`src/source/dcache_consts.svh`:
```
`ifndef DCACHE_CONSTS_SVH
`define DCACHE_CONSTS_SVH

// cache geometry
`define DCACHE_WAYS       2
`define DCACHE_SETS       16
`define DCACHE_LINE_WORDS 4

// data widths
`define DCACHE_WORD_W     32
`define DCACHE_LINE_W     128

// address split, tag | index | byte offset
`define DCACHE_INDEX_W    4
// byte offset inside one line
`define DCACHE_OFFSET_W   4
`define DCACHE_TAG_W      24

`endif
```
`src/source/dcache_pkg.sv`:
```
`include "dcache_consts.svh"

package dcache_pkg;

    // cpu byte address
    typedef logic [31:0]                     addr_t;
    typedef logic [`DCACHE_WORD_W-1:0]       word_t;
    // one whole line, word 0 in the low bits
    typedef logic [`DCACHE_LINE_W-1:0]       line_t;
    typedef logic [`DCACHE_TAG_W-1:0]        tag_t;
    typedef logic [`DCACHE_INDEX_W-1:0]      index_t;
    // word number inside a line
    typedef logic [`DCACHE_OFFSET_W-3:0]     word_sel_t;
    // one strobe per byte of a word
    typedef logic [`DCACHE_WORD_W/8-1:0]     strb_t;
    typedef logic                            way_t;

    // miss handling FSM
    typedef enum logic [2:0] {
        LOOKUP,
        MISS_DIRTY,
        WB_REQ,
        WB_WAIT,
        MISS_CLEAN,
        REFILL,
        REFILL_DONE
    } ctrl_state_t;

endpackage

```
`src/source/dcache_ctrl.sv`:
```
`timescale 1ns/1ps
`include "dcache_consts.svh"

module dcache_ctrl (
    input  logic                  clk_g,
    input  logic                  resetn,
    // cpu load/store port
    input  logic                  req,
    input  logic                  wr,
    input  dcache_pkg::addr_t     addr,
    input  dcache_pkg::strb_t     wstrb,
    input  dcache_pkg::word_t     wdata,
    output logic                  addr_ok,
    output logic                  data_ok,
    output dcache_pkg::word_t     rdata,
    // line read from memory
    output logic                  rd_req,
    output dcache_pkg::addr_t     rd_addr,
    input  logic                  rd_rdy,
    input  logic                  ret_valid,
    // line writeback to memory
    output logic                  wr_req,
    output dcache_pkg::addr_t     wr_addr,
    output dcache_pkg::line_t     wr_data,
    input  logic                  wr_rdy,
    input  logic                  wr_bvalid,
    // tag store
    output dcache_pkg::index_t    index,
    output dcache_pkg::tag_t      tag,
    output logic                  touch_en,
    output logic                  touch_wr,
    output logic                  fill_en,
    input  logic                  tag_hit,
    input  dcache_pkg::way_t      hit_way,
    input  dcache_pkg::way_t      victim_way,
    input  dcache_pkg::tag_t      victim_tag,
    input  logic                  victim_dirty,
    // data store
    output dcache_pkg::index_t    rd_index,
    output dcache_pkg::way_t      rd_way,
    input  dcache_pkg::line_t     rd_line,
    output dcache_pkg::index_t    wr_index,
    output logic                  word_en,
    output dcache_pkg::way_t      word_way,
    output dcache_pkg::word_sel_t word_sel,
    output dcache_pkg::strb_t     word_strb,
    output dcache_pkg::word_t     word_data
);

    dcache_pkg::ctrl_state_t state;
    dcache_pkg::ctrl_state_t state_nxt;

    // request buffer, one request in lookup
    logic                  req_v;
    logic                  req_wr;
    dcache_pkg::addr_t     req_addr;
    dcache_pkg::strb_t     req_strb;
    dcache_pkg::word_t     req_wdata;
    dcache_pkg::word_sel_t req_word;

    // store stage, merged word on its way into the data store
    logic                  st_v;
    dcache_pkg::addr_t     st_addr;
    dcache_pkg::way_t      st_way;
    dcache_pkg::strb_t     st_strb;
    dcache_pkg::word_t     st_data;

    // last cycle's store stage
    // landed after the read of the request now in lookup was issued
    logic                  ls_v;
    dcache_pkg::addr_t     ls_addr;
    dcache_pkg::word_t     ls_data;

    logic                  accept;
    logic                  lookup_hit;
    dcache_pkg::word_t     line_word;
    dcache_pkg::word_t     fwd_word;
    dcache_pkg::word_t     merged;

    assign index    = req_addr[`DCACHE_OFFSET_W +: `DCACHE_INDEX_W];
    assign tag      = req_addr[31 -: `DCACHE_TAG_W];
    assign req_word = req_addr[`DCACHE_OFFSET_W-1:2];

    // cpu handshake
    assign lookup_hit = (state == dcache_pkg::LOOKUP) && req_v && tag_hit;
    // free slot, or the current one completes this cycle
    assign addr_ok    = (state == dcache_pkg::LOOKUP) && (!req_v || tag_hit);
    assign accept     = req && addr_ok;
    assign data_ok    = lookup_hit;

    // read issued with the new address on acceptance
    // otherwise with the buffered one, for victim read and reread
    assign rd_index = accept ? addr[`DCACHE_OFFSET_W +: `DCACHE_INDEX_W] : index;
    assign rd_way   = (state == dcache_pkg::LOOKUP) ? hit_way : victim_way;

    assign line_word = rd_line[req_word * `DCACHE_WORD_W +: `DCACHE_WORD_W];

    // forwarding, newest store first
    always_comb begin
        if (st_v && st_addr[31:2] == req_addr[31:2]) begin
            fwd_word = st_data;
        end else if (ls_v && ls_addr[31:2] == req_addr[31:2]) begin
            fwd_word = ls_data;
        end else begin
            fwd_word = line_word;
        end
        // store bytes over the current word
        for (int b = 0; b < `DCACHE_WORD_W / 8; b++) begin
            merged[b * 8 +: 8] = req_strb[b] ? req_wdata[b * 8 +: 8] : fwd_word[b * 8 +: 8];
        end
    end

    assign rdata = fwd_word;

    // lru and dirty on a completed hit
    assign touch_en = lookup_hit;
    assign touch_wr = req_wr;
    assign fill_en  = (state == dcache_pkg::REFILL) && ret_valid;

    // store stage write, one cycle after lookup
    assign word_en   = st_v;
    assign word_way  = st_way;
    assign word_sel  = st_addr[`DCACHE_OFFSET_W-1:2];
    assign word_strb = st_strb;
    assign word_data = st_data;
    assign wr_index  = fill_en ? index : st_addr[`DCACHE_OFFSET_W +: `DCACHE_INDEX_W];

    // memory handshakes, held by the state until ready
    assign rd_req  = (state == dcache_pkg::MISS_CLEAN);
    assign rd_addr = {req_addr[31:`DCACHE_OFFSET_W], {`DCACHE_OFFSET_W{1'b0}}};
    assign wr_req  = (state == dcache_pkg::WB_REQ);
    assign wr_addr = {victim_tag, index, {`DCACHE_OFFSET_W{1'b0}}};
    // victim line, reread every cycle at the same set
    assign wr_data = rd_line;

    always_ff @(posedge clk_g) begin
        if (!resetn) begin
            state <= dcache_pkg::LOOKUP;
            req_v <= 1'b0;
            st_v  <= 1'b0;
            ls_v  <= 1'b0;
        end else begin
            state <= state_nxt;
            if (accept) begin
                req_v <= 1'b1;
            end else if (data_ok) begin
                req_v <= 1'b0;
            end
            st_v <= lookup_hit && req_wr;
            ls_v <= st_v;
        end
    end

    // payload
    always_ff @(posedge clk_g) begin
        if (accept) begin
            req_wr    <= wr;
            req_addr  <= addr;
            req_strb  <= wstrb;
            req_wdata <= wdata;
        end
        st_addr <= req_addr;
        st_way  <= hit_way;
        st_strb <= req_strb;
        st_data <= merged;
        ls_addr <= st_addr;
        ls_data <= st_data;
    end

    always_comb begin
        state_nxt = state;
        case (state)
            dcache_pkg::LOOKUP: begin
                if (req_v && !tag_hit) begin
                    state_nxt = victim_dirty ? dcache_pkg::MISS_DIRTY : dcache_pkg::MISS_CLEAN;
                end
            end
            // victim read, pending store has landed
            dcache_pkg::MISS_DIRTY: state_nxt = dcache_pkg::WB_REQ;
            dcache_pkg::WB_REQ: begin
                if (wr_rdy) begin
                    state_nxt = dcache_pkg::WB_WAIT;
                end
            end
            dcache_pkg::WB_WAIT: begin
                if (wr_bvalid) begin
                    state_nxt = dcache_pkg::MISS_CLEAN;
                end
            end
            dcache_pkg::MISS_CLEAN: begin
                if (rd_rdy) begin
                    state_nxt = dcache_pkg::REFILL;
                end
            end
            dcache_pkg::REFILL: begin
                if (ret_valid) begin
                    state_nxt = dcache_pkg::REFILL_DONE;
                end
            end
            // reread of the new line, then lookup hits
            dcache_pkg::REFILL_DONE: state_nxt = dcache_pkg::LOOKUP;
            default: state_nxt = dcache_pkg::LOOKUP;
        endcase
    end

endmodule

```
`config.mk`:
```
export PLATFORM = sky130hd
export DESIGN_NAME = dcache_ctrl
export DESIGN_NICKNAME = d
export VERILOG_FILES = /design/src/source/dcache_pkg.sv /design/src/source/dcache_ctrl.sv
export VERILOG_INCLUDE_DIRS = /design/src /design/src/source
export SDC_FILE = /design/constraint.sdc
export NUM_CORES = 1
export LEC_CHECK = 0
export BUFFER_PORTS_ARGS = -buffer_cell sky130_fd_sc_hd__buf_2
export CORE_AREA = 2 2 211 213
export DETAILED_ROUTE_END_ITERATION = 6
export DIE_AREA = 0 0 213 215
export HOLD_SLACK_MARGIN = 0.1
export PLACE_DENSITY_LB_ADDON = 0.3
export SLEW_MARGIN = 40
export SYNTH_ARGS = -nofsm -noshare
export SYNTH_HDL_FRONTEND = slang
export SYNTH_SLANG_ARGS = --single-unit
```
`constraint.sdc`:
```
create_clock -name clk_g -period 4.64 [get_ports clk_g]
set_input_delay 0.464 -clock clk_g [delete_from_list [all_inputs] [get_ports clk_g]]
set_output_delay 0.464 -clock clk_g [all_outputs]
set_load 0.05 [all_outputs]
```
-- Word-level counts from Yosys, hierarchy flattened
Index checks and enable logic that the tools add are counted.
- bits in registers: 208
- input port bits: 232
- output and inout bits: 308
- word-level logic and storage cells: 60
- eq/ne operators: 12
- shifts and indexed selects: 1
- multiplexer cells: 18
- reductions and logical operators: 15
- operator list (cell ; number):
    $shiftx A128 B8 Y32 ; 1
    $mux W32 ; 2
    $eq A30 B30 Y1 ; 2
    $mux W8 ; 4
    $mux W3 ; 6
    $pmux W3 S6 ; 1
    $logic_and A1 B1 Y1 ; 9
    $mux W4 ; 2
    $eq A3 B2 Y1 const B ; 2
    $eq A3 B3 Y1 const B ; 2
    $ne A2 B1 Y1 const B ; 3
    $reduce_and A5 Y1 ; 1
    $ne A2 B2 Y1 const B ; 2
    $eq A3 B1 Y1 const B ; 1
    $logic_not A3 Y1 ; 1
    $mux W1 ; 3
    $logic_not A1 Y1 ; 2
    $reduce_bool A2 Y1 ; 1
    $logic_or A1 B1 Y1 ; 1

-- Longest topological paths before layout
Gate-level depths: netlist of run 1.
- depth in word-level cells: 5
- gate-level depth with buffers: 9
- gate-level depth less buffers: 6

-- Worst setup path after synthesis of run 1
OpenSTA, ideal clock, no wires.
- path kind: register -> register
- start point: reg state[1]
- end point: reg req_addr[10] (enable)
- library setup time: 421 ps
- arrival time: 3823 ps
- required time: 4219 ps
- slack: 396 ps
- cell stages (with the launch flop): 6
- period minus slack after synthesis: 4244 ps
- cells stage by stage: dfxtp_1 > clkbuf_1 > nor3_1 > a21boi_0 > nand2_1 > inv_1
- cells in the longest elaborated chain, start to end: 3
- ends and longest elaborated chain (item ; RTL line ; source):
    start, declared ; dcache_ctrl.sv:50 ; dcache_pkg::ctrl_state_t state;
    start signal, assigned ; dcache_ctrl.sv:138 ; state <= dcache_pkg::LOOKUP;
    start signal, assigned ; dcache_ctrl.sv:143 ; state <= state_nxt;
    $logic_not A3 Y1 ; dcache_ctrl.sv:87 ; assign addr_ok = (state == dcache_pkg::LOOKUP) && (!req_v || tag_hit);
    $logic_and A1 B1 Y1 ; dcache_ctrl.sv:87 ;
    net addr_ok ; dcache_ctrl.sv:13 ; output logic addr_ok,
    $logic_and A1 B1 Y1 ; dcache_ctrl.sv:88 ; assign accept = req && addr_ok;
    net accept ; dcache_ctrl.sv:74 ; logic accept;
    end signal, assigned ; dcache_ctrl.sv:158 ; req_addr <= addr;
    end, declared ; dcache_ctrl.sv:56 ; dcache_pkg::addr_t req_addr;
The timed path passes the listed nets, and every way through them passes these cells.
A chain may end at the register's enable or synchronous reset.

-- Final worst setup path of run 1
- start point: reg req_addr[15]
- end point: out rdata[14]
- cells in the longest elaborated chain, start to end: 4
- elaborated cells on any way between the ends: 6
- those cells by class: 2 x eq/ne; 2 x mux; 2 x reduce/logical
- ends and longest elaborated chain (item ; RTL line ; source):
    $eq A30 B30 Y1 ; dcache_ctrl.sv:102 ; end else if (ls_v && ls_addr[31:2] == req_addr[31:2]) begin
    $logic_and A1 B1 Y1 ; dcache_ctrl.sv:102 ;
    $mux W32 ; dcache_ctrl.sv:102 ;
    $mux W32 * ; dcache_ctrl.sv:100 ; if (st_v && st_addr[31:2] == req_addr[31:2]) begin
    end, declared ; dcache_ctrl.sv:15 ; output dcache_pkg::word_t rdata,
Every way passes the cells marked *; elsewhere a longest branch is shown, timed or not.

==> impl_metrics.yaml, run 1 <==
detailed_routing:
  detail_route.wl_per_cell_um: 18.1
  drt-vias-per-instance: 3.99
  route.final.wire_length_mm: 31.9
  ant_nets: 0
  vias: 7027
  initialDrtViolationCount: 270
  dr.pass1.iters: 4
  post-route-drc-count: 0
outcome:
  status: "complete, no violations"
setup_path:
  critPathMaxFanout: 17
  critPathCaptureType: "output port"
  cp_data_arrival_time_ns: 3.61
  critPathSlowestCell: "or4_1"
  path_common_cell: "buf_4"
  worst_path_dominant_cell_family: "simple AND/OR/NAND/NOR gates"
  start_kind: "flip-flop"
  cpPeakStageDelay_ns: 0.61
  worstSetupPathType: "flip-flop to output port"
  path_buf_inv: 4
  ff2ff_setup_slack_ns: 1.65
  crit_required_ns: 4.18
  crit_chain: "buf_4 > nor2b_1 > a2111o_1 > or4_1 > or3_4 > buf_12 > buf_4 > nor2_4 > nor2_1 > buf_2"
synth:
  yosysWarnings: 0
  postSynthCellCount: 818
  yosys.cell_types.count: 38
  post_synthesis_register_bit_count: 202
  synth_edf_count: 67
  postSynth.topFlopCell: "dfxtp_1"
  async_reset_ff_share_pct: 0
  avgSynthCellArea_um2: 11.8
  netlist_area_mm2: 0.00962
  yosysSeqAreaShare_pct: 49.0
placed_design:
  routabilityCongestion: 0.850
  placed_cell_area_mm2: 0.0111
  detailed_place_hpwl_mm: 24.7
  io_buffer_count: 481
sta:
  rsz0062_at_grt: "no"
  finalCritPeriodShare_pct: 87.7
  largest_clock_skew_in_the_final_design_ns: 0.0196
  hold_viol: 0
  setup_viol_count_final: 0
  setup_total_negative_slack_ns: 0
  fmax_mhz: 246
  final.min_clock_period_ns: 4.07
  worst_slew_pin_slew_ns: 0.765
  slew_viol_final: 0
  slew-limit-headroom_pct: 49.0
pwr:
  power.density_cell_area_mw_per_mm2: 672
  ir_drop_v: 0.000558
  p_leak_nw: 5.40
layout:
  fillerInstances: 4573
  sequential_cell_area_mm2: 0.00471
  fin_area_mm2: 0.0125
  area_delta_synth_final_pct: 29.7
  multi_input_area_mm2: 0.00306
  fraction_of_final_layout_cells_with_drive_strength_greater_than_1_pct: 51.9
  layout.nets: 1384
floorplan:
  floorplan.initialDensity_pct: 22.1
  ioPinCount: 540
  rows: 77
  die_h_um: 215
  floorplan.die.width_um: 213
  placeableCoreArea_mm2: 0.0436
  dieArea_mm2: 0.0458
global_routing:
  met1_usage_pct: 16.4
  grt_antenna_before_repair: 1
  globalRoute.busiestLayer: "met2"
  global_route.overflow_total: 0
  grt_pass1_wl_mm: 44.4
  maximum_number_of_pins_on_one_net_before_global_route_repair: 37
  use_met2_pct: 22.3
  grt_util_all_layers_pct: 13.2
  groute.layer.met3.usage_pct: 2.63
  first_global_vias: 6986
clock_network:
  cts.reportedPaths.clkPinSlew_ns: 0.05
  postCtsSetupRepairBufs: 0
  cts_root_buffer: "clkbuf_16"
  cts-htree-levels: 1
  worst_skew_pair.late_latency_ns: 0.54
  tritoncts_num_sinks: 202
  number_of_buffers_created_by_cts: 24
  cts_tree: "done"
  cts_buffer_depth: 3
run:
  drv_cap: 0
hold_path:
  worst_hold_path_type: "input pin to flip-flop"
==> report_power, final <==
part | switching, mW | leakage, nW | internal, mW
Clock | 0.750 | 0.381 | 1.12
Combinational | 2.60 | 3.24 | 0.962
Sequential | 0.466 | 1.77 | 2.50
Total | 3.82 | 5.40 | 4.58
==> repair_timing <==
item,in CTS,in global routing
hold buffers,62,1
endpoints found under the hold margin,62,1
endpoints found under the setup margin,0,0
gates resized for setup,0,0
==> cells in the final DEF (no fill, tap or decap), types with 3 or more instances in the layout <==
cell type and instances:
nand4_1 8, nand2_1 35, clkbuf_16 24, mux2_2 9, mux4_2 32, nor2_1 36
edfxtp_1 67, a211oi_1 33, clkbuf_8 3, nand2b_1 6, dfxtp_1 135, clkinv_2 4
o31ai_1 32, a21boi_0 33, clkbuf_1 8, nor4_1 5, nand3_1 5, xor2_1 23
buf_4 14, nor2_4 30, buf_2 481, conb_1 8, dlygate4sd3_1 63, o21ai_0 3
nor2b_1 7, inv_1 5, nor3_1 3, xnor2_1 32
==> worst paths after layout <==
check / endpoint / cells past startpoint / start
max: rdata[14] / 10 / req_addr[15]$_DFFE_PP_
min reg2reg: ls_addr[20]$_DFF_P_ / 0 / st_addr[20]$_DFF_P_
min: req_wdata[7]$_DFFE_PP_ / 1 / wdata[7]
max reg2reg: word_data[11]$_DFF_P_ / 9 / req_addr[15]$_DFFE_PP_
==> sequential cells by signal, summed over array words and instances (netlist names), 3 cells and up <==
name,flops
req_wdata,32
req_addr,30
state,3
ls_data,32
word_data,32
st_addr,30
ls_addr,30
word_strb,4
req_strb,4
==> per-layer routing <==
metal  wire [um]  share of wire [%]
met5           0                  0
met4        1050                3.3
met3        2200                6.9
met2       15400                 48
met1       13300                 42
==> stage by stage <==
stage / total power [mW] / worst slack, ns / utilization [%] / hold WS (ns) / instances
after floorplan: 5.91 / 0.396 / - / 0.336 / 825
after global placement: 6.56 / 1.10 / 25.3 / 0.342 / 1654
after detailed placement: 6.58 / 1.10 / 25.4 / 0.348 / 1655
after CTS: 8.53 / 0.522 / 28.6 / 0.102 / 1761
after global routing: 8.82 / 0.424 / 28.6 / 0.100 / 1763
final: 8.39 / 0.571 / 28.6 / 0.135 / 1763
==> cells by family (layout without fill, tap and decap cells) <==
logic type,count (synthesis),after routing,share of synthesized area [%]
compound gates,108,108,8.39
simple gates,146,146,9.18
mux,42,42,8.65
xor+xnor,55,55,5.01
flops,202,202,49.0
buf+inv,264,609,19.8
other cells,1,9,0.0390
==> Yosys cell counts, types with 5 or more instances <==
cell	number	area [um^2]
a211oi_1	33	248
a21boi_0	33	248
buf_1	8	30.0
buf_2	8	40.0
buf_4	227	1700
clkbuf_1	12	45.0
dfxtp_1	135	2700
edfxtp_1	67	2010
inv_1	6	22.5
mux2_2	9	101
mux4_2	32	721
nand2_1	35	131
nand2b_1	6	37.5
nand3_1	5	25.0
nand4_1	8	50.1
nor2_1	36	135
nor2_4	30	338
nor2b_1	7	43.8
nor4_1	7	43.8
o31ai_1	32	240
xnor2_1	32	280
xor2_1	23	201
==> cell type report <==
| cell class | count | area share [%] |
|---|---|---|
| Sequential cell | 202 | 37.8 |
| Timing Repair Buffer | 559 | 25.3 |
| Multi-Input combinational cell | 359 | 24.5 |
| Tap cell | 592 | 5.93 |
| Clock buffer | 35 | 5.38 |
| Clock inverter | 9 | 0.862 |
| Inverter | 6 | 0.190 |
| Antenna cell | 1 | 0.0200 |
Note: power is estimated with default switching activity, not from simulation.
==> inputs of run 2 (changes only) <==
--- a/config.mk
+++ b/config.mk
@@ -12,6 +12,7 @@
 export DIE_AREA = 0 0 213 215
 export HOLD_SLACK_MARGIN = 0.1
 export PLACE_DENSITY_LB_ADDON = 0.3
+export REMOVE_ABC_BUFFERS = 1
 export SLEW_MARGIN = 40
 export SYNTH_ARGS = -nofsm -noshare
 export SYNTH_HDL_FRONTEND = slang
==> impl_metrics.yaml, run 2 (synthesis gave the netlist of run 1 again) <==
sta:
  worst_slew_pin_slew_ns: 0.723
  largest_clock_skew_in_the_final_design_ns: 0.0141
  final.min_clock_period_ns: 4.10
  setup_viol_count_final: 0
  setup_total_negative_slack_ns: 0
  fmax_mhz: 244
  slew_viol_final: 0
  rsz0062_at_grt: "no"
  slew-limit-headroom_pct: 51.8
  hold_viol: 0
  finalCritPeriodShare_pct: 88.3
floorplan:
  floorplan.die.width_um: 213
  floorplan.initialDensity_pct: 22.1
  dieArea_mm2: 0.0458
  die_h_um: 215
  rows: 77
  ioPinCount: 540
  placeableCoreArea_mm2: 0.0436
setup_path:
  critPathCaptureType: "output port"
  critPathMaxFanout: 32
  path_buf_inv: 2
  worstSetupPathType: "flip-flop to output port"
  crit_required_ns: 4.18
  cp_data_arrival_time_ns: 3.63
  worst_path_dominant_cell_family: "simple AND/OR/NAND/NOR gates"
  cpPeakStageDelay_ns: 0.63
  start_kind: "flip-flop"
  critPathSlowestCell: "or4_1"
  crit_chain: "nor2b_1 > a2111o_1 > or4_1 > nor3_4 > buf_4 > a211oi_1 > nor2_1 > buf_2"
  ff2ff_setup_slack_ns: 1.74
global_routing:
  first_global_vias: 7075
  grt_pass1_wl_mm: 45.6
  maximum_number_of_pins_on_one_net_before_global_route_repair: 35
  global_route.overflow_total: 0
  grt_util_all_layers_pct: 13.6
  grt_antenna_before_repair: 6
placed_design:
  placed_cell_area_mm2: 0.0111
  routabilityCongestion: 0.760
  detailed_place_hpwl_mm: 25.2
  io_buffer_count: 481
detailed_routing:
  drt-vias-per-instance: 4.07
  dr.pass1.iters: 4
  ant_nets: 0
  post-route-drc-count: 0
  wl_met3_mm: 2.75
  initialDrtViolationCount: 286
  route.final.wire_length_mm: 32.9
  detail_route.wl_per_cell_um: 18.6
  vias: 7197
  wl_met1_mm: 13.0
  topRoutingLayerUsed: "met5"
  wl_met2_mm: 15.9
layout:
  fin_area_mm2: 0.0125
  fraction_of_final_layout_cells_with_drive_strength_greater_than_1_pct: 51.9
  area_delta_synth_final_pct: 30.1
  commonest_non_fill_non_tap_cell_in_the_layout: "buf_2"
  multi_input_area_mm2: 0.00306
  layout.nets: 1387
  layout.cells.most_common_list: "buf_2 (481), dfxtp_1 (135), dlygate4sd3_1 (67), edfxtp_1 (67), nor2_1 (36)"
  fillerInstances: 4617
  sequential_cell_area_mm2: 0.00471
clock_network:
  tritoncts_num_sinks: 202
  number_of_buffers_created_by_cts: 25
  cts_root_buffer: "clkbuf_16"
  cts_tree: "done"
  worst_skew_pair.late_latency_ns: 0.54
  cts_buffer_depth: 3
  cts.reportedPaths.clkPinSlew_ns: 0.06
  cts-htree-levels: 1
outcome:
  status: "complete, no violations"
hold_path:
  worst_hold_path_type: "input pin to flip-flop"
run:
  drv_cap: 0
pwr:
  power.density_cell_area_mw_per_mm2: 669
  p_leak_nw: 5.40
  ir_drop_v: 0.000584
==> run 2: layer usage <==
layer / GRT usage, % / vias up
li1: - / 3317
met3: 3.40 / 63
met4: 5.43 / 4
met1: 16.1 / 3441
met5: 0 / -
met2: 23.4 / 372
==> run 2: path summary, 6_finish.rpt <==
| path | cells after the start | end | from |
|---|---|---|---|
| max | 8 | rdata[31] | req_addr[15]$_DFFE_PP_ |
| min | 1 | req_wdata[24]$_DFFE_PP_ | wdata[24] |
| max reg2reg | 7 | word_data[0]$_DFF_P_ | req_addr[15]$_DFFE_PP_ |
| min reg2reg | 0 | ls_addr[28]$_DFF_P_ | st_addr[28]$_DFF_P_ |
==> run 2: final cells by class <==
cell class	count	area share [%]
diodes	3	0.0600
clock buffers	33	5.48
clock inverters	12	0.620
inverters	6	0.190
multi-input cells	359	24.4
flip-flops and latches	202	37.7
well taps	592	5.92
repair buffers	561	25.7
==> run 2: where the power goes <==
| group | total [mW] | switching [mW] | internal [mW] |
|---|---|---|---|
| Sequential | 2.97 | 0.468 | 2.50 |
| Clock | 1.82 | 0.781 | 1.04 |
| Combinational | 3.59 | 2.61 | 0.980 |
| Total | 8.38 | 3.86 | 4.52 |
==> run 2: worst register-to-register path, cell delays in order, from the launching register on <==
cell	delay (ns)
edfxtp_1	0.50
nor2b_1	0.19
a2111o_1	0.32
or4_1	0.63
or3_4	0.60
buf_12	0.26
nor2_1	0.18
o31ai_1	0.08
==> run 2: per-stage QoR <==
step	power (mW)	utilization (%)	hold WS, ns	instances	worst slack [ns]
after floorplan	5.33	-	0.336	567	-1.05
after CTS	8.52	28.7	0.101	1765	0.512
after global placement	6.56	25.3	0.344	1650	1.01
after global routing	8.80	28.7	0.105	1767	0.408
final	8.38	28.7	0.138	1768	0.544
after detailed placement	6.60	25.4	0.348	1653	1.11
==> run 2: timing repair <==
action / in CTS / in global routing
gates resized for setup: 0 / 0
endpoints found under the hold margin: 67 / 0
hold buffers: 67 / 0
setup buffers: 0 / 0
