==> src/source/dcache_consts.svh <==
`ifndef DCACHE_CONSTS_SVH
`define DCACHE_CONSTS_SVH

// cache geometry
`define DCACHE_WAYS       2
`define DCACHE_SETS       16
`define DCACHE_LINE_WORDS 4

// data widths
`define DCACHE_WORD_W     32
`define DCACHE_LINE_W     128

// address split, tag | index | byte offset
`define DCACHE_INDEX_W    4
// byte offset inside one line
`define DCACHE_OFFSET_W   4
`define DCACHE_TAG_W      24

`endif
==> src/source/dcache_pkg.sv <==
`include "dcache_consts.svh"

package dcache_pkg;

    // cpu byte address
    typedef logic [31:0]                     addr_t;
    typedef logic [`DCACHE_WORD_W-1:0]       word_t;
    // one whole line, word 0 in the low bits
    typedef logic [`DCACHE_LINE_W-1:0]       line_t;
    typedef logic [`DCACHE_TAG_W-1:0]        tag_t;
    typedef logic [`DCACHE_INDEX_W-1:0]      index_t;
    // word number inside a line
    typedef logic [`DCACHE_OFFSET_W-3:0]     word_sel_t;
    // one strobe per byte of a word
    typedef logic [`DCACHE_WORD_W/8-1:0]     strb_t;
    typedef logic                            way_t;

    // miss handling FSM
    typedef enum logic [2:0] {
        LOOKUP,
        MISS_DIRTY,
        WB_REQ,
        WB_WAIT,
        MISS_CLEAN,
        REFILL,
        REFILL_DONE
    } ctrl_state_t;

endpackage

==> src/source/dcache_tag_store.sv <==
`timescale 1ns/1ps
`include "dcache_consts.svh"

module dcache_tag_store (
    input  logic               clk_g,
    input  logic               resetn,
    // set and tag of the buffered request
    input  dcache_pkg::index_t index,
    input  dcache_pkg::tag_t   tag,
    // update strobes
    input  logic               touch_en,
    input  logic               touch_wr,
    input  logic               fill_en,
    // lookup result, combinational
    output logic               hit,
    output dcache_pkg::way_t   hit_way,
    output dcache_pkg::way_t   victim_way,
    output dcache_pkg::tag_t   victim_tag,
    output logic               victim_dirty
);

    // per set, one bit per way
    logic [`DCACHE_WAYS-1:0] valid_q [`DCACHE_SETS];
    logic [`DCACHE_WAYS-1:0] dirty_q [`DCACHE_SETS];
    // lru bit holds the way to evict next
    logic [`DCACHE_SETS-1:0] lru_q;
    dcache_pkg::tag_t        tag_q [`DCACHE_WAYS][`DCACHE_SETS];

    logic [`DCACHE_WAYS-1:0] way_hit;

    // compare both ways at once
    always_comb begin
        for (int w = 0; w < `DCACHE_WAYS; w++) begin
            way_hit[w] = valid_q[index][w] && (tag_q[w][index] == tag);
        end
    end

    assign hit          = |way_hit;
    // two ways only, so way 1 hit gives the number directly
    assign hit_way      = way_hit[1];
    assign victim_way   = lru_q[index];
    assign victim_tag   = tag_q[victim_way][index];
    // dirty is only ever set on a valid line
    assign victim_dirty = dirty_q[index][victim_way];

    // control bits
    always_ff @(posedge clk_g) begin
        if (!resetn) begin
            valid_q <= '{default: '0};
            dirty_q <= '{default: '0};
            lru_q   <= '0;
        end else if (fill_en) begin
            // new line comes in clean
            valid_q[index][victim_way] <= 1'b1;
            dirty_q[index][victim_way] <= 1'b0;
            lru_q[index]               <= ~victim_way;
        end else if (touch_en) begin
            // other way becomes the victim
            lru_q[index] <= ~hit_way;
            if (touch_wr) begin
                dirty_q[index][hit_way] <= 1'b1;
            end
        end
    end

    // tags, written only by a refill
    always_ff @(posedge clk_g) begin
        if (fill_en) begin
            tag_q[victim_way][index] <= tag;
        end
    end

endmodule

==> config.mk <==
export PLATFORM = sky130hd
export DESIGN_NAME = dcache_tag_store
export DESIGN_NICKNAME = d
export VERILOG_FILES = /design/src/source/dcache_pkg.sv /design/src/source/dcache_tag_store.sv
export VERILOG_INCLUDE_DIRS = /design/src /design/src/source
export SDC_FILE = /design/constraint.sdc
export NUM_CORES = 1
export LEC_CHECK = 0
export BUFFER_PORTS_ARGS = -buffer_cell sky130_fd_sc_hd__buf_2
export CAP_MARGIN = 20
export CORE_UTILIZATION = 40
export CTS_CLUSTER_SIZE = 16
export DETAILED_ROUTE_END_ITERATION = 12
export PLACE_DENSITY_LB_ADDON = 0.15
export SKIP_LAST_GASP = 1
export SLEW_MARGIN = 10
export SYNTH_ARGS = -nofsm -noshare
export SYNTH_HDL_FRONTEND = slang
export SYNTH_SLANG_ARGS = --single-unit
==> constraint.sdc <==
create_clock -name clk_g -period 6.9 [get_ports clk_g]
set_input_delay 1.38 -clock clk_g [delete_from_list [all_inputs] [get_ports clk_g]]
set_output_delay 1.38 -clock clk_g [all_outputs]
set_load 0.02 [all_outputs]
### After elaboration in Yosys (flattened, before gate mapping)

Memory sizes are Yosys's and may differ from the RTL's.
Index checks and enable logic that the tools add are counted.

| storage, ports and cells | value |
|---|---|
| register bits after elaboration | 80 |
| bits in writable memories | 768 |
| bits of input ports | 33 |
| output and inout port bits | 28 |
| memories | 1 |

Memory list:

| name | depth | bits a word | rd ports | clocked after memory_dff | write ports | RTL line | source |
|---|---|---|---|---|---|---|---|
| tag_q | 2 | 384 | 3 | 0 | 1 | dcache_tag_store.sv:27 | `` dcache_pkg::tag_t tag_q [`DCACHE_WAYS][`DCACHE_SETS]; `` |

| operators by class | value |
|---|---|
| $lt $le $gt $ge | 8 |
| equality and inequality tests | 2 |
| muxes and demuxes | 40 |
| bitwise operators | 7 |
| reduce and logical (&&, ||, !) cells | 10 |

Operators by type and width:

| kind | count |
|---|---|
| $mux 384 | 1 |
| $bmux 24 s4 | 3 |
| $mux 24 | 7 |
| $demux 24 s4 | 1 |
| $mux 32 | 3 |
| $or 32x32->32 | 2 |
| $eq 24x24->1 | 2 |
| $and 32x32->32 | 1 |
| $bwmux 16 | 2 |
| $mux 16 | 2 |
| $not 32->32 | 1 |
| $bmux 2 s4 | 2 |
| $demux 2 s4 | 2 |
| $mux 2 | 6 |
| $mux 1 | 7 |
| $logic_and 1x1->1 | 6 |
| $ge 5x5->1 const B | 1 |
| $lt 4x5->1 const B | 1 |
| $lt 5x1->1 const B | 1 |
| $not 4->5 | 1 |
| $bmux 1 s4 | 1 |
| $demux 1 s4 | 1 |
| $ge 4x1->1 const B | 1 |
| $lt 1x2->1 const B | 2 |
| other kinds (6) | 10 |

### Longest topological paths before layout

Gate-level depths: netlist (run 1).

| logic depth | value |
|---|---|
| depth after elaboration | 16 |
| gate-level depth with buffers | 18 |

### Worst setup path after synthesis (run 1)

No wires, ideal clock.

| timing path | value |
|---|---|
| path kind | input to register |
| start | in index[0] |
| end | reg lru_q[10] |
| library setup time | 0.074 ns |
| data arrival time | 5.730 ns |
| slack | 1.096 ns |
| stages | 11 |
| cells stage by stage | buf_6 -> buf_12 -> buf_2 -> buf_2 -> mux4_2 -> mux4_2 -> nand2b_1 -> clkbuf_1 -> nor3_1 -> o21ai_0 -> o21ai_0 |

| on the way | value |
|---|---|
| cells in the longest elaborated chain, start to end | 10 |
| elaborated cells on any way between the ends | 22 |
| those cells by class | 2 x order compare; 1 x eq/ne; 14 x mux; 3 x bitwise; 2 x reduce/logical |

Ends and longest elaborated chain:

| element | RTL line | source |
|---|---|---|
| from (decl) | dcache_tag_store.sv:8 | `input dcache_pkg::index_t index,` |
| $not 4->5 (implied by the code) | dcache_tag_store.sv:34 | `way_hit[w] = valid_q[index][w] && (tag_q[w][index] == tag);` |
| $bmux 24 s4 | dcache_tag_store.sv:34 |  |
| $mux 24 (implied by the code) (2 in series) | dcache_tag_store.sv:34 |  |
| $eq 24x24->1 | dcache_tag_store.sv:34 |  |
| $logic_and 1x1->1 | dcache_tag_store.sv:34 |  |
| $not 1->1 | dcache_tag_store.sv:59 | `lru_q[index] <= ~hit_way;` |
| $bwmux 16 | dcache_tag_store.sv:59 |  |
| $mux 16 | dcache_tag_store.sv:57 | `end else if (touch_en) begin` |
| $mux 16 (*) | dcache_tag_store.sv:52 | `end else if (fill_en) begin` |
| to (signal, indexed assignment) | dcache_tag_store.sv:56 | `lru_q[index] <= ~victim_way;` |
| to (signal, indexed assignment) | dcache_tag_store.sv:59 |  |
| to (decl) | dcache_tag_store.sv:26 | `` logic [`DCACHE_SETS-1:0] lru_q; `` |

Mark *: on every way between the ends. The rest lies on a longest branch, timed or not. The select of a mux whose other input is x is not followed.
A chain may end at the register's enable or synchronous reset.

### Final worst setup path (run 1)

| timing path | value |
|---|---|
| start | in index[0] |
| end | out hit |

| on the way | value |
|---|---|
| cells in the longest elaborated chain, start to end | 7 |
| elaborated cells on any way between the ends | 15 |
| those cells by class | 2 x eq/ne; 9 x mux; 1 x bitwise; 3 x reduce/logical |

Ends and longest elaborated chain:

| element | RTL line | source |
|---|---|---|
| $not 4->5 (implied by the code) (*) | dcache_tag_store.sv:34 |  |
| $bmux 24 s4 | dcache_tag_store.sv:34 |  |
| $mux 24 (implied by the code) (2 in series) | dcache_tag_store.sv:34 |  |
| $eq 24x24->1 | dcache_tag_store.sv:34 |  |
| $logic_and 1x1->1 | dcache_tag_store.sv:34 |  |
| $reduce_or 2->1 (*) | dcache_tag_store.sv:38 | `assign hit = \|way_hit;` |
| to (decl) | dcache_tag_store.sv:15 | `output logic hit,` |

Marks and branches as above.

==> impl_metrics.csv, run 1 <==
group,metric,value,unit
synth,synth_area_per_cell,17.2,sq um
clock_tree,clk_pin_slew_worst_paths,0.06,ns
clock_tree,cts_sinks,848,
clock_tree,cts_resized,0,
die,ios,61,
worst_setup_path,start_kind,"input port",
sta,hold_viol_final,0,
detailed_routing,drtPass1Iterations,6,
clock_tree,cts_hold_buf,0,
power,p_int,8.98,mW
worst_setup_path,cp-startpoint,"index[0]",
clock_tree,cts_setup_buffers,0,
place,dp_cells,3292,
die,start_util,0.407,
place,portBuffers,60,
worst_setup_path,critPathCapture,"hit",
sta,max_freq,150,MHz
clock_tree,tritoncts,"built",
global_route,antenna_found_initial,5,
global_route,first_global_vias,20600,
power,clkPwrFrac,0.438,
sta,fin_crit,6.65,ns
synth,synth-seq-cells,848,
clock_tree,cts.htree.levels,3,
global_route,gr-total-overflow,0,
die,dieArea,89900,sq um
finish,syn2layout_area_growth,15.8,%
synth,yosysSeqAreaShare,0.695,
power,finalPower,11.6,mW
worst_setup_path,r2r_slack,3.15,ns
detailed_routing,postRouteAntennaNets,0,
synth,ys_warn_count,0,
detailed_routing,drc,0,
finish,drive_gt1_frac,0.252,
power,combPwrFrac,0.076,
status,status,"completed",
die,dieWidth,300,um
detailed_routing,routed_wirelength,113000,um
detailed_routing,drt_iter0_markers,2415,
synth,synth_edf_count,768,
worst_setup_path,cpPeakStageDelay,0.81,ns
synth,synth_area,35500,sq um
worst_setup_path,r2r_end,"lru_q[11]",
finish,fin_nets,2264,
global_route,grt_use_total,0.253,
worst_setup_path,required,5.52,ns
power,power_density,282,nW/um^2
clock_tree,cts_made_buffers,91,
worst_setup_path,path_max_fanout,29,
clock_tree,cts.path.max_buffers,3,
place,dp.final_hpwl,71600,um
die,rows,108,
worst_setup_path,critPathCaptureType,"output port",
detailed_routing,via_per_inst,6.01,
sta,tns,0,ns
clock_tree,root_buffer,"clkbuf_16",
worst_setup_path,crit_chain,"buf_8, buf_12, buf_4, mux4_2, o21ai_0, nor2_1, a221oi_1, a21oi_1, nor4_1, a31o_1, buf_2",
synth,syn-instance-count,2069,
detailed_routing,wl_per_cell,32.7,um
clock_tree,clkLatencyLatePin,0.66,ns
power,p_leak,13.7,nW
sta,slew_headroom,0.329,
die,coreArea,87300,sq um
power,vdd_drop_max,0.207,mV
power,power.switching,2.63,mW
worst_setup_path,worstRegToRegCells,10,
worst_setup_path,cpMaxStageDelayCell,"nor4_1",
worst_setup_path,r2r_start,"tag_q[1][104]",
synth,synth_fp_nets,2102,
power,switching_share,0.227,
worst_setup_path,crit_type,"in -> out",
hold_path,hold_path.class,"reg -> reg",
sta,worst_slew_pin_slew,0.996,ns
sta,finalWorstSetupSlack,0.246,ns
sta,fin_crit_sh,0.964,
synth,synth_flop_cell,"edfxtp_1",
power,pwr-share-seq,0.486,
flow_run,cap_violations,0,
detailed_routing,via_count,20800,
sta,rsz0062_at_grt,"false",
synth,synthArstFlopShare,0,
global_route,grt_pass1_wl,159000,um
sta,slew_viol_final,0,
place,gp_congestion,0.941,
sta,fin_skew,0.0186,ns
die,die_h,300,um
place,dp_slack,0.467,ns
worst_setup_path,arrival,5.27,ns
synth,synth_cell_type_count,73,
finish,fin_cells,3466,
sta,setup_viol,0,
global_route,grt_max_degree,83,
-- cell families after synthesis --
| family | synth area share |
|---|---|
| buffers and inverters | 0.0251 |
| and+or+nand+nor | 0.0453 |
| DFF | 0.695 |
| AOI/OAI and AO/OA | 0.0561 |
| xor gates and xnor gates | 0.0126 |
| muxes | 0.166 |
-- per-layer routing --
layer,track usage,vias up,part of all wire
met5,0,-,0.00026
met4,0.0654,4,0.023
met3,0.0461,168,0.079
met2,0.398,960,0.47
met1,0.363,11100,0.43
li1,-,8614,-
-- worst max-delay path: cells and delay by family --
family                 cells  cell delay, ns
AO/OA/AOI/OAI              4            1.31
AND/OR/NAND/NOR            2            0.95
buffers and inverters      4            1.07
multiplexers               1            0.52
-- registers in the layout, summed over array words and instances, names as in the netlist --
signal   flops
valid_q     32
tag_q      768
dirty_q     32
lru_q       16
-- cells in the final DEF (no fill, tap or decap), types with 22 or more instances in the layout --
master / n
buf_4: 125
o21ai_0: 71
mux2_2: 22
nor2_4: 28
o21a_1: 32
nor2_1: 69
nand3_1: 22
a221oi_1: 28
xnor2_1: 38
nand2_1: 180
buf_2: 56
dfxtp_1: 80
mux2i_1: 151
inv_1: 23
mux4_2: 173
edfxtp_1: 768
clkbuf_16: 95
o22ai_1: 35
-- layout make-up --
cell class | count | area, sq um
Fill cell | 7507 | 46200
Inverter | 25 | 93.8
Antenna cell | 2 | 5.00
Sequential cell | 848 | 24700
Multi-Input combinational cell | 1064 | 10200
Clock inverter | 55 | 638
Tap cell | 1155 | 1450
Timing Repair Buffer | 201 | 1590
Clock buffer | 116 | 2490
-- cell usage after synthesis, drive strengths merged (22+ instances only) --
cell type	count	area [sq um]
o21a	32	240
buf	78	593
nand3	22	110
xnor2	38	333
dfxtp	80	1600
o22ai	36	231
clkbuf	54	203
nor2	98	368
mux4	182	4130
nand2	181	682
inv	24	90.1
mux2i	151	1510
mux2	22	248
a221oi	28	245
o21ai	71	355
edfxtp	768	23100
-- power by group through the flow --
stage,sequential (mW),clock [mW],combinational [mW]
2_1_floorplan,5.75,0,0.471
3_3_place_gp,5.75,0,0.867
3_5_place_dp,5.75,0,0.871
4_1_cts,5.64,5.17,0.874
5_1_grt,5.65,5.34,0.918
6_report,5.65,5.08,0.883
-- per-stage QoR --
step | hold WS (ns) | utilization | instance area (sq um)
after global placement | 0.441 | 0.435 | 38000
after detailed placement | 0.449 | 0.435 | 38000
after floorplan | 0.435 | - | 35500
after global routing | 0.477 | 0.471 | 41100
after CTS | 0.463 | 0.471 | 41100
final | 0.461 | 0.471 | 41100
-- how the worst min path moves through the flow --
stage	from	endpoint	slack, ns	cells after the start
floorplan	valid_q[10]	valid_q[10]	0.44	1
global route	valid_q[1]	valid_q[1]	0.48	1
detailed placement	valid_q[2]	valid_q[2]	0.45	1
finish	valid_q[2]	valid_q[2]	0.46	1
CTS	valid_q[2]	valid_q[2]	0.46	1
global placement	valid_q[5]	valid_q[5]	0.44	1
Note: power is estimated with default switching activity, not from simulation.
==> run 2, diff against run 1 <==
--- a/config.mk
+++ b/config.mk
@@ -6,6 +6,7 @@
 export SDC_FILE = /design/constraint.sdc
 export NUM_CORES = 1
 export LEC_CHECK = 0
+export ABC_AREA = 1
 export BUFFER_PORTS_ARGS = -buffer_cell sky130_fd_sc_hd__buf_2
 export CAP_MARGIN = 20
 export CORE_UTILIZATION = 40
==> run 2 against run 1 <==
Utilization decreased by 0.42 points. Worst hold slack improved by 0.0034 ns. Critical path depth increased by 1. Clock skew increased by 0.0023 ns. Via count increased by 16%. Total power decreased by 1.2%. Flip-flop and latch count unchanged. Register-to-register slack got worse by 0.04 ns. Largest power group unchanged. Worst setup slack improved by 0.47 ns. Cell count increased by 27%. Area after synthesis decreased by 2.1%. Critical path type unchanged. Wire length decreased by 1.8%.
==> impl_metrics.csv, run 2 <==
group,metric,value,unit
detailed_routing,drt_iter0_markers,2630,
synth,synth.most_common_cell,"nand2_1",
detailed_routing,wl_per_cell,25.4,um
place,dp_cells,4217,
synth,synth_area,34800,sq um
finish,largest_register,"tag_q",
global_route,top_usage_layer,"met2",
place,dp_slack,0.874,ns
synth,synthTopCellsByCount,"nand2_1 (1160), edfxtp_1 (768), a22oi_1 (217)",
place,portBuffers,60,
clock_tree,cts_made_buffers,90,
sta,fin_skew,0.0210,ns
worst_setup_path,required,5.52,ns
synth,yosys-top-cells-area,"edfxtp_1 (66%), nand2_1 (13%), a22oi_1 (4.7%), dfxtp_1 (4.6%), nor2_1 (2.3%)",
finish,fin_nets,3199,
sta,max_freq,162,MHz
synth,yosysSeqAreaShare,0.709,
die,coreArea,85700,sq um
clock_tree,cts_resized,0,
global_route,use_met2,0.404,
detailed_routing,drtPass1Iterations,5,
finish,layout_common_cells,"nand2_1 (1159), edfxtp_1 (768), a22oi_1 (217)",
clock_tree,cts_setup_buffers,0,
finish,syn2layout_area_growth,15.0,%
detailed_routing,via_per_inst,5.50,
worst_setup_path,critical_path_buf_inv_count,5,
finish,final_common_cell,"nand2_1",
finish,multi_input_area,9130,sq um
sta,fin_crit_sh,0.896,
sta,rsz0062_at_grt,"false",
die,dieArea,88100,sq um
sta,setup_viol,0,
synth,synth_flop_cell,"edfxtp_1",
synth,ys_warn_count,0,
global_route,gr-total-overflow,0,
die,die_h,297,um
die,rows,107,
power,vdd_drop_max,0.165,mV
sta,slew_headroom,0.193,
global_route,first_global_vias,23300,
flow_run,cap_violations,0,
clock_tree,cts.htree.levels,3,
power,switching_share,0.234,
worst_setup_path,path_delay_family,"buffers and inverters",
global_route,grt.met1_usage,0.340,
synth,yosysTopAreaCellShare,0.663,
synth,synth_area_per_cell,11.3,sq um
place,gp_congestion,0.939,
worst_setup_path,cpPeakStageDelay,0.94,ns
power,combPwrFrac,0.071,
hold_path,hold_path.class,"reg -> reg",
sta,hold_viol_final,0,
finish,reg_top3,"tag_q (768), dirty_q (32), valid_q (32)",
place,dp.final_hpwl,67200,um
die,ios,61,
detailed_routing,routed_wirelength,111000,um
global_route,grt_pass1_wl,161000,um
clock_tree,cts_sinks,848,
worst_setup_path,crit_type,"in -> out",
global_route,antenna_found_initial,7,
synth,synth_area_leader_cell,"edfxtp_1",
worst_setup_path,cpMaxStageDelayCell,"o21ai_0",
power,clkPwrFrac,0.437,
sta,slew_viol_final,0,
finish,fin_cells,4388,
worst_setup_path,crit_chain,"buf_2, nor2_4, buf_12, buf_4, buf_4, a22oi_1, nand2_1, nand2_1, nand3_1, nor2_1, o21ai_0, buf_2",
synth,synth_cell_type_count,37,
power,power_density,287,nW/um^2
finish,fillers,7784,
sta,worst_slew_pin_slew,1.20,ns
sta,finalWorstSetupSlack,0.715,ns
worst_setup_path,start_kind,"input port",
finish,largest_reg_flops,768,
synth,synth_edf_count,768,
power,pwr-share-seq,0.493,
detailed_routing,via_count,24100,
clock_tree,root_buffer,"clkbuf_16",
clock_tree,tritoncts,"built",
global_route,gr-usage-met3,0.0501,
power,p_int,8.78,mW
power,power.switching,2.68,mW
detailed_routing,postRouteAntennaNets,0,
die,dieWidth,297,um
die,start_util,0.406,
synth,synth_fp_nets,3116,
clock_tree,cts_hold_buf,0,
clock_tree,clkLatencyLatePin,0.66,ns
finish,regArea,24700,sq um
worst_setup_path,arrival,4.80,ns
clock_tree,clk_pin_slew_worst_paths,0.06,ns
finish,drive_gt1_frac,0.106,
synth,syn-instance-count,3083,
sta,fin_crit,6.18,ns
worst_setup_path,critPathCaptureType,"output port",
detailed_routing,drc,0,
worst_setup_path,path_max_fanout,30,
clock_tree,cts.path.max_buffers,3,
sta,tns,0,ns
power,p_leak,14.6,nW
status,status,"completed",
global_route,grt_max_degree,134,
global_route,grt_use_total,0.250,
synth,synthArstFlopShare,0,
synth,synth-seq-cells,848,
[run 2: cell count changes after synthesis, moves of 96 or more]
cell	delta
mux4_2	-173
a21oi_1	+96
mux2i_1	-150
nor2_1	+111
a22oi_1	+199
nand2_1	+980
[run 2: worst paths after layout]
kind              depth (start not counted)        endpoint  slack (ns)       start
hold reg to reg                           2      valid_q[8]        0.46  valid_q[8]
setup / recovery                         12  victim_tag[20]        0.72    index[1]
hold / removal                            2      valid_q[8]        0.46  valid_q[8]
setup reg to reg                          9    tag_q[0][78]        3.11   lru_q[15]
[run 2: power groups by stage]
stage / sequential (mW) / clock, mW / combinational, mW
global placement: 5.75 / 0 / 0.795
detailed placement: 5.76 / 0 / 0.804
global route: 5.65 / 5.24 / 0.874
finish: 5.65 / 5.00 / 0.814
floorplan: 5.75 / 0 / 0.420
CTS: 5.65 / 5.06 / 0.806
[run 2: logic make-up after synthesis]
| family | after synthesis | share of synthesized area |
|---|---|---|
| compound gates | 430 | 0.0786 |
| xor+xnor | 8 | 0.00202 |
| flops | 848 | 0.709 |
| simple gates | 1535 | 0.174 |
| mux | 1 | 0.000288 |
| buf+inv | 261 | 0.0353 |
[run 2: per-layer routing]
metal,part of all wire,up-vias,wire (um)
met5,0.00068,-,76
met4,0.024,12,2620
met3,0.083,166,9260
met2,0.47,1014,52600
met1,0.42,12000,46900
li1,-,10900,-
[run 2: worst reg2reg max path: stages (launching register included)]
cell and delay, ns:
dfxtp_1 0.32, a22oi_1 0.36, nand2_1 0.10, nand2_1 0.09
nand4_2 0.13, buf_4 0.30, nor2_4 0.47, inv_2 0.46
nor2_4 0.89, buf_4 0.37
[run 2: area by class of cell]
| type | count | area share |
|---|---|---|
| Clock inverter | 51 | 0.0139 |
| Tap cell | 1144 | 0.0358 |
| Clock buffer | 117 | 0.0628 |
| Sequential cell | 848 | 0.617 |
| Inverter | 105 | 0.0102 |
| Antenna cell | 2 | 0.000125 |
| Timing Repair Buffer | 147 | 0.0319 |
| Multi-Input combinational cell | 1974 | 0.228 |
[run 2: per-stage QoR]
stage                      util  area [sq um]  hold slack (ns)  total power, mW
final                     0.467         40000            0.464             11.5
after global routing      0.467         40000            0.473             11.8
after CTS                 0.466         40000            0.462             11.5
after detailed placement  0.431         36900            0.452             6.56
after global placement    0.428         36700            0.447             6.55
after floorplan               -         34800            0.431             6.17
==> run 3, diff against run 2 <==
--- a/config.mk
+++ b/config.mk
@@ -9,6 +9,7 @@
 export ABC_AREA = 1
 export BUFFER_PORTS_ARGS = -buffer_cell sky130_fd_sc_hd__buf_2
 export CAP_MARGIN = 20
+export CORE_ASPECT_RATIO = 0.5
 export CORE_UTILIZATION = 40
 export CTS_CLUSTER_SIZE = 16
 export DETAILED_ROUTE_END_ITERATION = 12
==> run 3 against run 2 <==
Sequential power hardly changed. Worst hold slack worse by 0.0038 ns. Clock-buffer cell count is 13 lower. Clock skew is 0.013 ns higher. Cell count is 0.11% higher. Die area hardly changed. Final area is 1.3% lower. Register-to-register slack worse by 0.17 ns. Clock power is 15% lower.
==> impl_metrics.csv, run 3 (synthesis gave the netlist of run 2 again) <==
group,metric,value,unit
power,p_leak,14.3,nW
sta,setup_viol,0,
finish,design_area,39500,sq um
global_route,gr-total-overflow,0,
finish,layout_common_cells,"nand2_1 (1159), edfxtp_1 (768), a22oi_1 (217)",
sta,rsz0062_at_grt,"false",
hold_path,hold_path.class,"reg -> reg",
sta,worst_slew_pin_slew,1.17,ns
clock_tree,root_buffer,"clkbuf_16",
power,finalPower,10.7,mW
clock_tree,cts.path.max_buffers,3,
worst_setup_path,cp-startpoint,"index[1]",
finish,fillers,7867,
worst_setup_path,r2r_end,"dirty_q[8]",
clock_tree,cts_sinks,848,
detailed_routing,routed_wirelength,109000,um
finish,drive_gt1_frac,0.0953,
clock_tree,cts_resized,0,
global_route,first_global_vias,22600,
worst_setup_path,r2r_start,"lru_q[0]",
place,gp_congestion,0.881,
sta,max_freq,165,MHz
clock_tree,clkLatencyLatePin,0.68,ns
sta,hold_viol_final,0,
worst_setup_path,crit_type,"in -> out",
global_route,grt_pass1_wl,157000,um
finish,reg_top3,"tag_q (768), dirty_q (32), valid_q (32)",
finish,largest_register,"tag_q",
die,ios,61,
finish,fin_nets,3197,
sta,tns,0,ns
clock_tree,cts.htree.levels,3,
detailed_routing,via_per_inst,5.48,
status,status,"completed",
clock_tree,cts_hold_buf,0,
worst_setup_path,cpMaxStageDelayCell,"nor2_1",
power,vdd_drop_max,0.181,mV
global_route,grt_max_degree,96,
clock_tree,tritoncts,"built",
detailed_routing,drc,0,
worst_setup_path,path_common_cell,"nand2_1",
global_route,antenna_found_initial,5,
die,dieArea,88200,sq um
sta,fin_skew,0.0339,ns
die,rows,76,
sta,fin_crit,6.06,ns
detailed_routing,drtPass1Iterations,5,
clock_tree,cts_made_buffers,79,
worst_setup_path,crit_chain,"buf_2, inv_6, nor2_4, buf_12, a22oi_1, nand2_1, nand2_1, nand2_1, nor2_1, nor2_1, a21oi_1, nand2_1, nor2_1, nand2_1, nor2_1, nand2_1, nand2_1, buf_2",
sta,slew_viol_final,0,
clock_tree,cts_setup_buffers,0,
detailed_routing,postRouteAntennaNets,0,
worst_setup_path,r2r_slack,2.94,ns
clock_tree,clk_pin_slew_worst_paths,0.07,ns
finish,syn2layout_area_growth,13.5,%
detailed_routing,drt_iter0_markers,2810,
worst_setup_path,cpPeakStageDelay,0.64,ns
finish,multi_input_area,9130,sq um
finish,regArea,24700,sq um
place,portBuffers,60,
finish,largest_reg_flops,768,
flow_run,cap_violations,0,
global_route,grt_use_total,0.247,
finish,final_common_cell,"nand2_1",
die,start_util,0.404,
detailed_routing,via_count,24100,
detailed_routing,wl_per_cell,24.9,um
sta,slew_headroom,0.221,
die,dieWidth,419,um
sta,hold_slack,0.460,ns
place,dp.final_hpwl,64600,um
die,coreArea,86100,sq um
place,placed_area,37000,sq um
worst_setup_path,start_kind,"input port",
worst_setup_path,critPathCapture,"hit",
worst_setup_path,arrival,4.68,ns
worst_setup_path,critPathCaptureType,"output port",
die,die_h,210,um
worst_setup_path,worstRegToRegCells,11,
worst_setup_path,path_max_fanout,95,
power,power_density,271,nW/um^2
worst_setup_path,required,5.52,ns
sta,fin_crit_sh,0.878,
==> run 3: cell types whose count changed in the layout (fill, tap and decap cells not counted), moves of 3 or more <==
cell / change
bufinv_16: -8
clkinv_2: -12
buf_4: +8
buf_16: +3
clkinvlp_4: -8
clkbuf_16: -12
clkinv_1: +15
==> run 3: metal layers <==
metal	vias to the layer above	share of wire	global-route usage
met2	947	0.45	0.378
met1	12100	0.46	0.365
met3	155	0.067	0.0357
met4	0	0.027	0.0709
li1	10900	-	-
met5	-	0	0
==> run 3: cell type report <==
cell class	count	share of cell area
flip-flops and latches	848	0.625
well taps	1170	0.0371
clock buffers	104	0.0554
diodes	1	0.0000634
repair buffers	156	0.0351
inverters	105	0.0104
multi-input cells	1974	0.231
clock inverters	35	0.00552
==> run 3: worst min path at each step <==
stage	start	cells after the start	to
3_5_place_dp	valid_q[18]	2	valid_q[18]
4_1_cts	valid_q[18]	2	valid_q[18]
6_report	valid_q[16]	2	valid_q[16]
2_1_floorplan	valid_q[23]	2	valid_q[23]
5_1_grt	valid_q[16]	2	valid_q[16]
3_3_place_gp	valid_q[18]	2	valid_q[18]
==> run 3: critical path: cells and delay by family <==
kind | cells | cell delay, ns
AO/OA/AOI/OAI | 2 | 0.64
buffers and inverters | 4 | 0.85
AND/OR/NAND/NOR | 12 | 1.69
==> run 3: metrics by stage <==
| stage | setup WS, ns | util | cells |
|---|---|---|---|
| final | 0.843 | 0.459 | 4393 |
| after global routing | 0.810 | 0.459 | 4392 |
| after CTS | 0.880 | 0.458 | 4390 |
| after detailed placement | 0.904 | 0.430 | 4251 |
| after global placement | 0.867 | 0.427 | 4242 |
| after floorplan | 2.19 | - | 3083 |
==> run 3: power breakdown <==
group / switching [mW] / leakage, nW / internal [mW] / total, mW
Clock: 1.94 / 1.17 / 2.30 / 4.24
Combinational: 0.615 / 5.58 / 0.194 / 0.809
Sequential: 0.00940 / 7.56 / 5.63 / 5.64
Total: 2.56 / 14.3 / 8.13 / 10.7
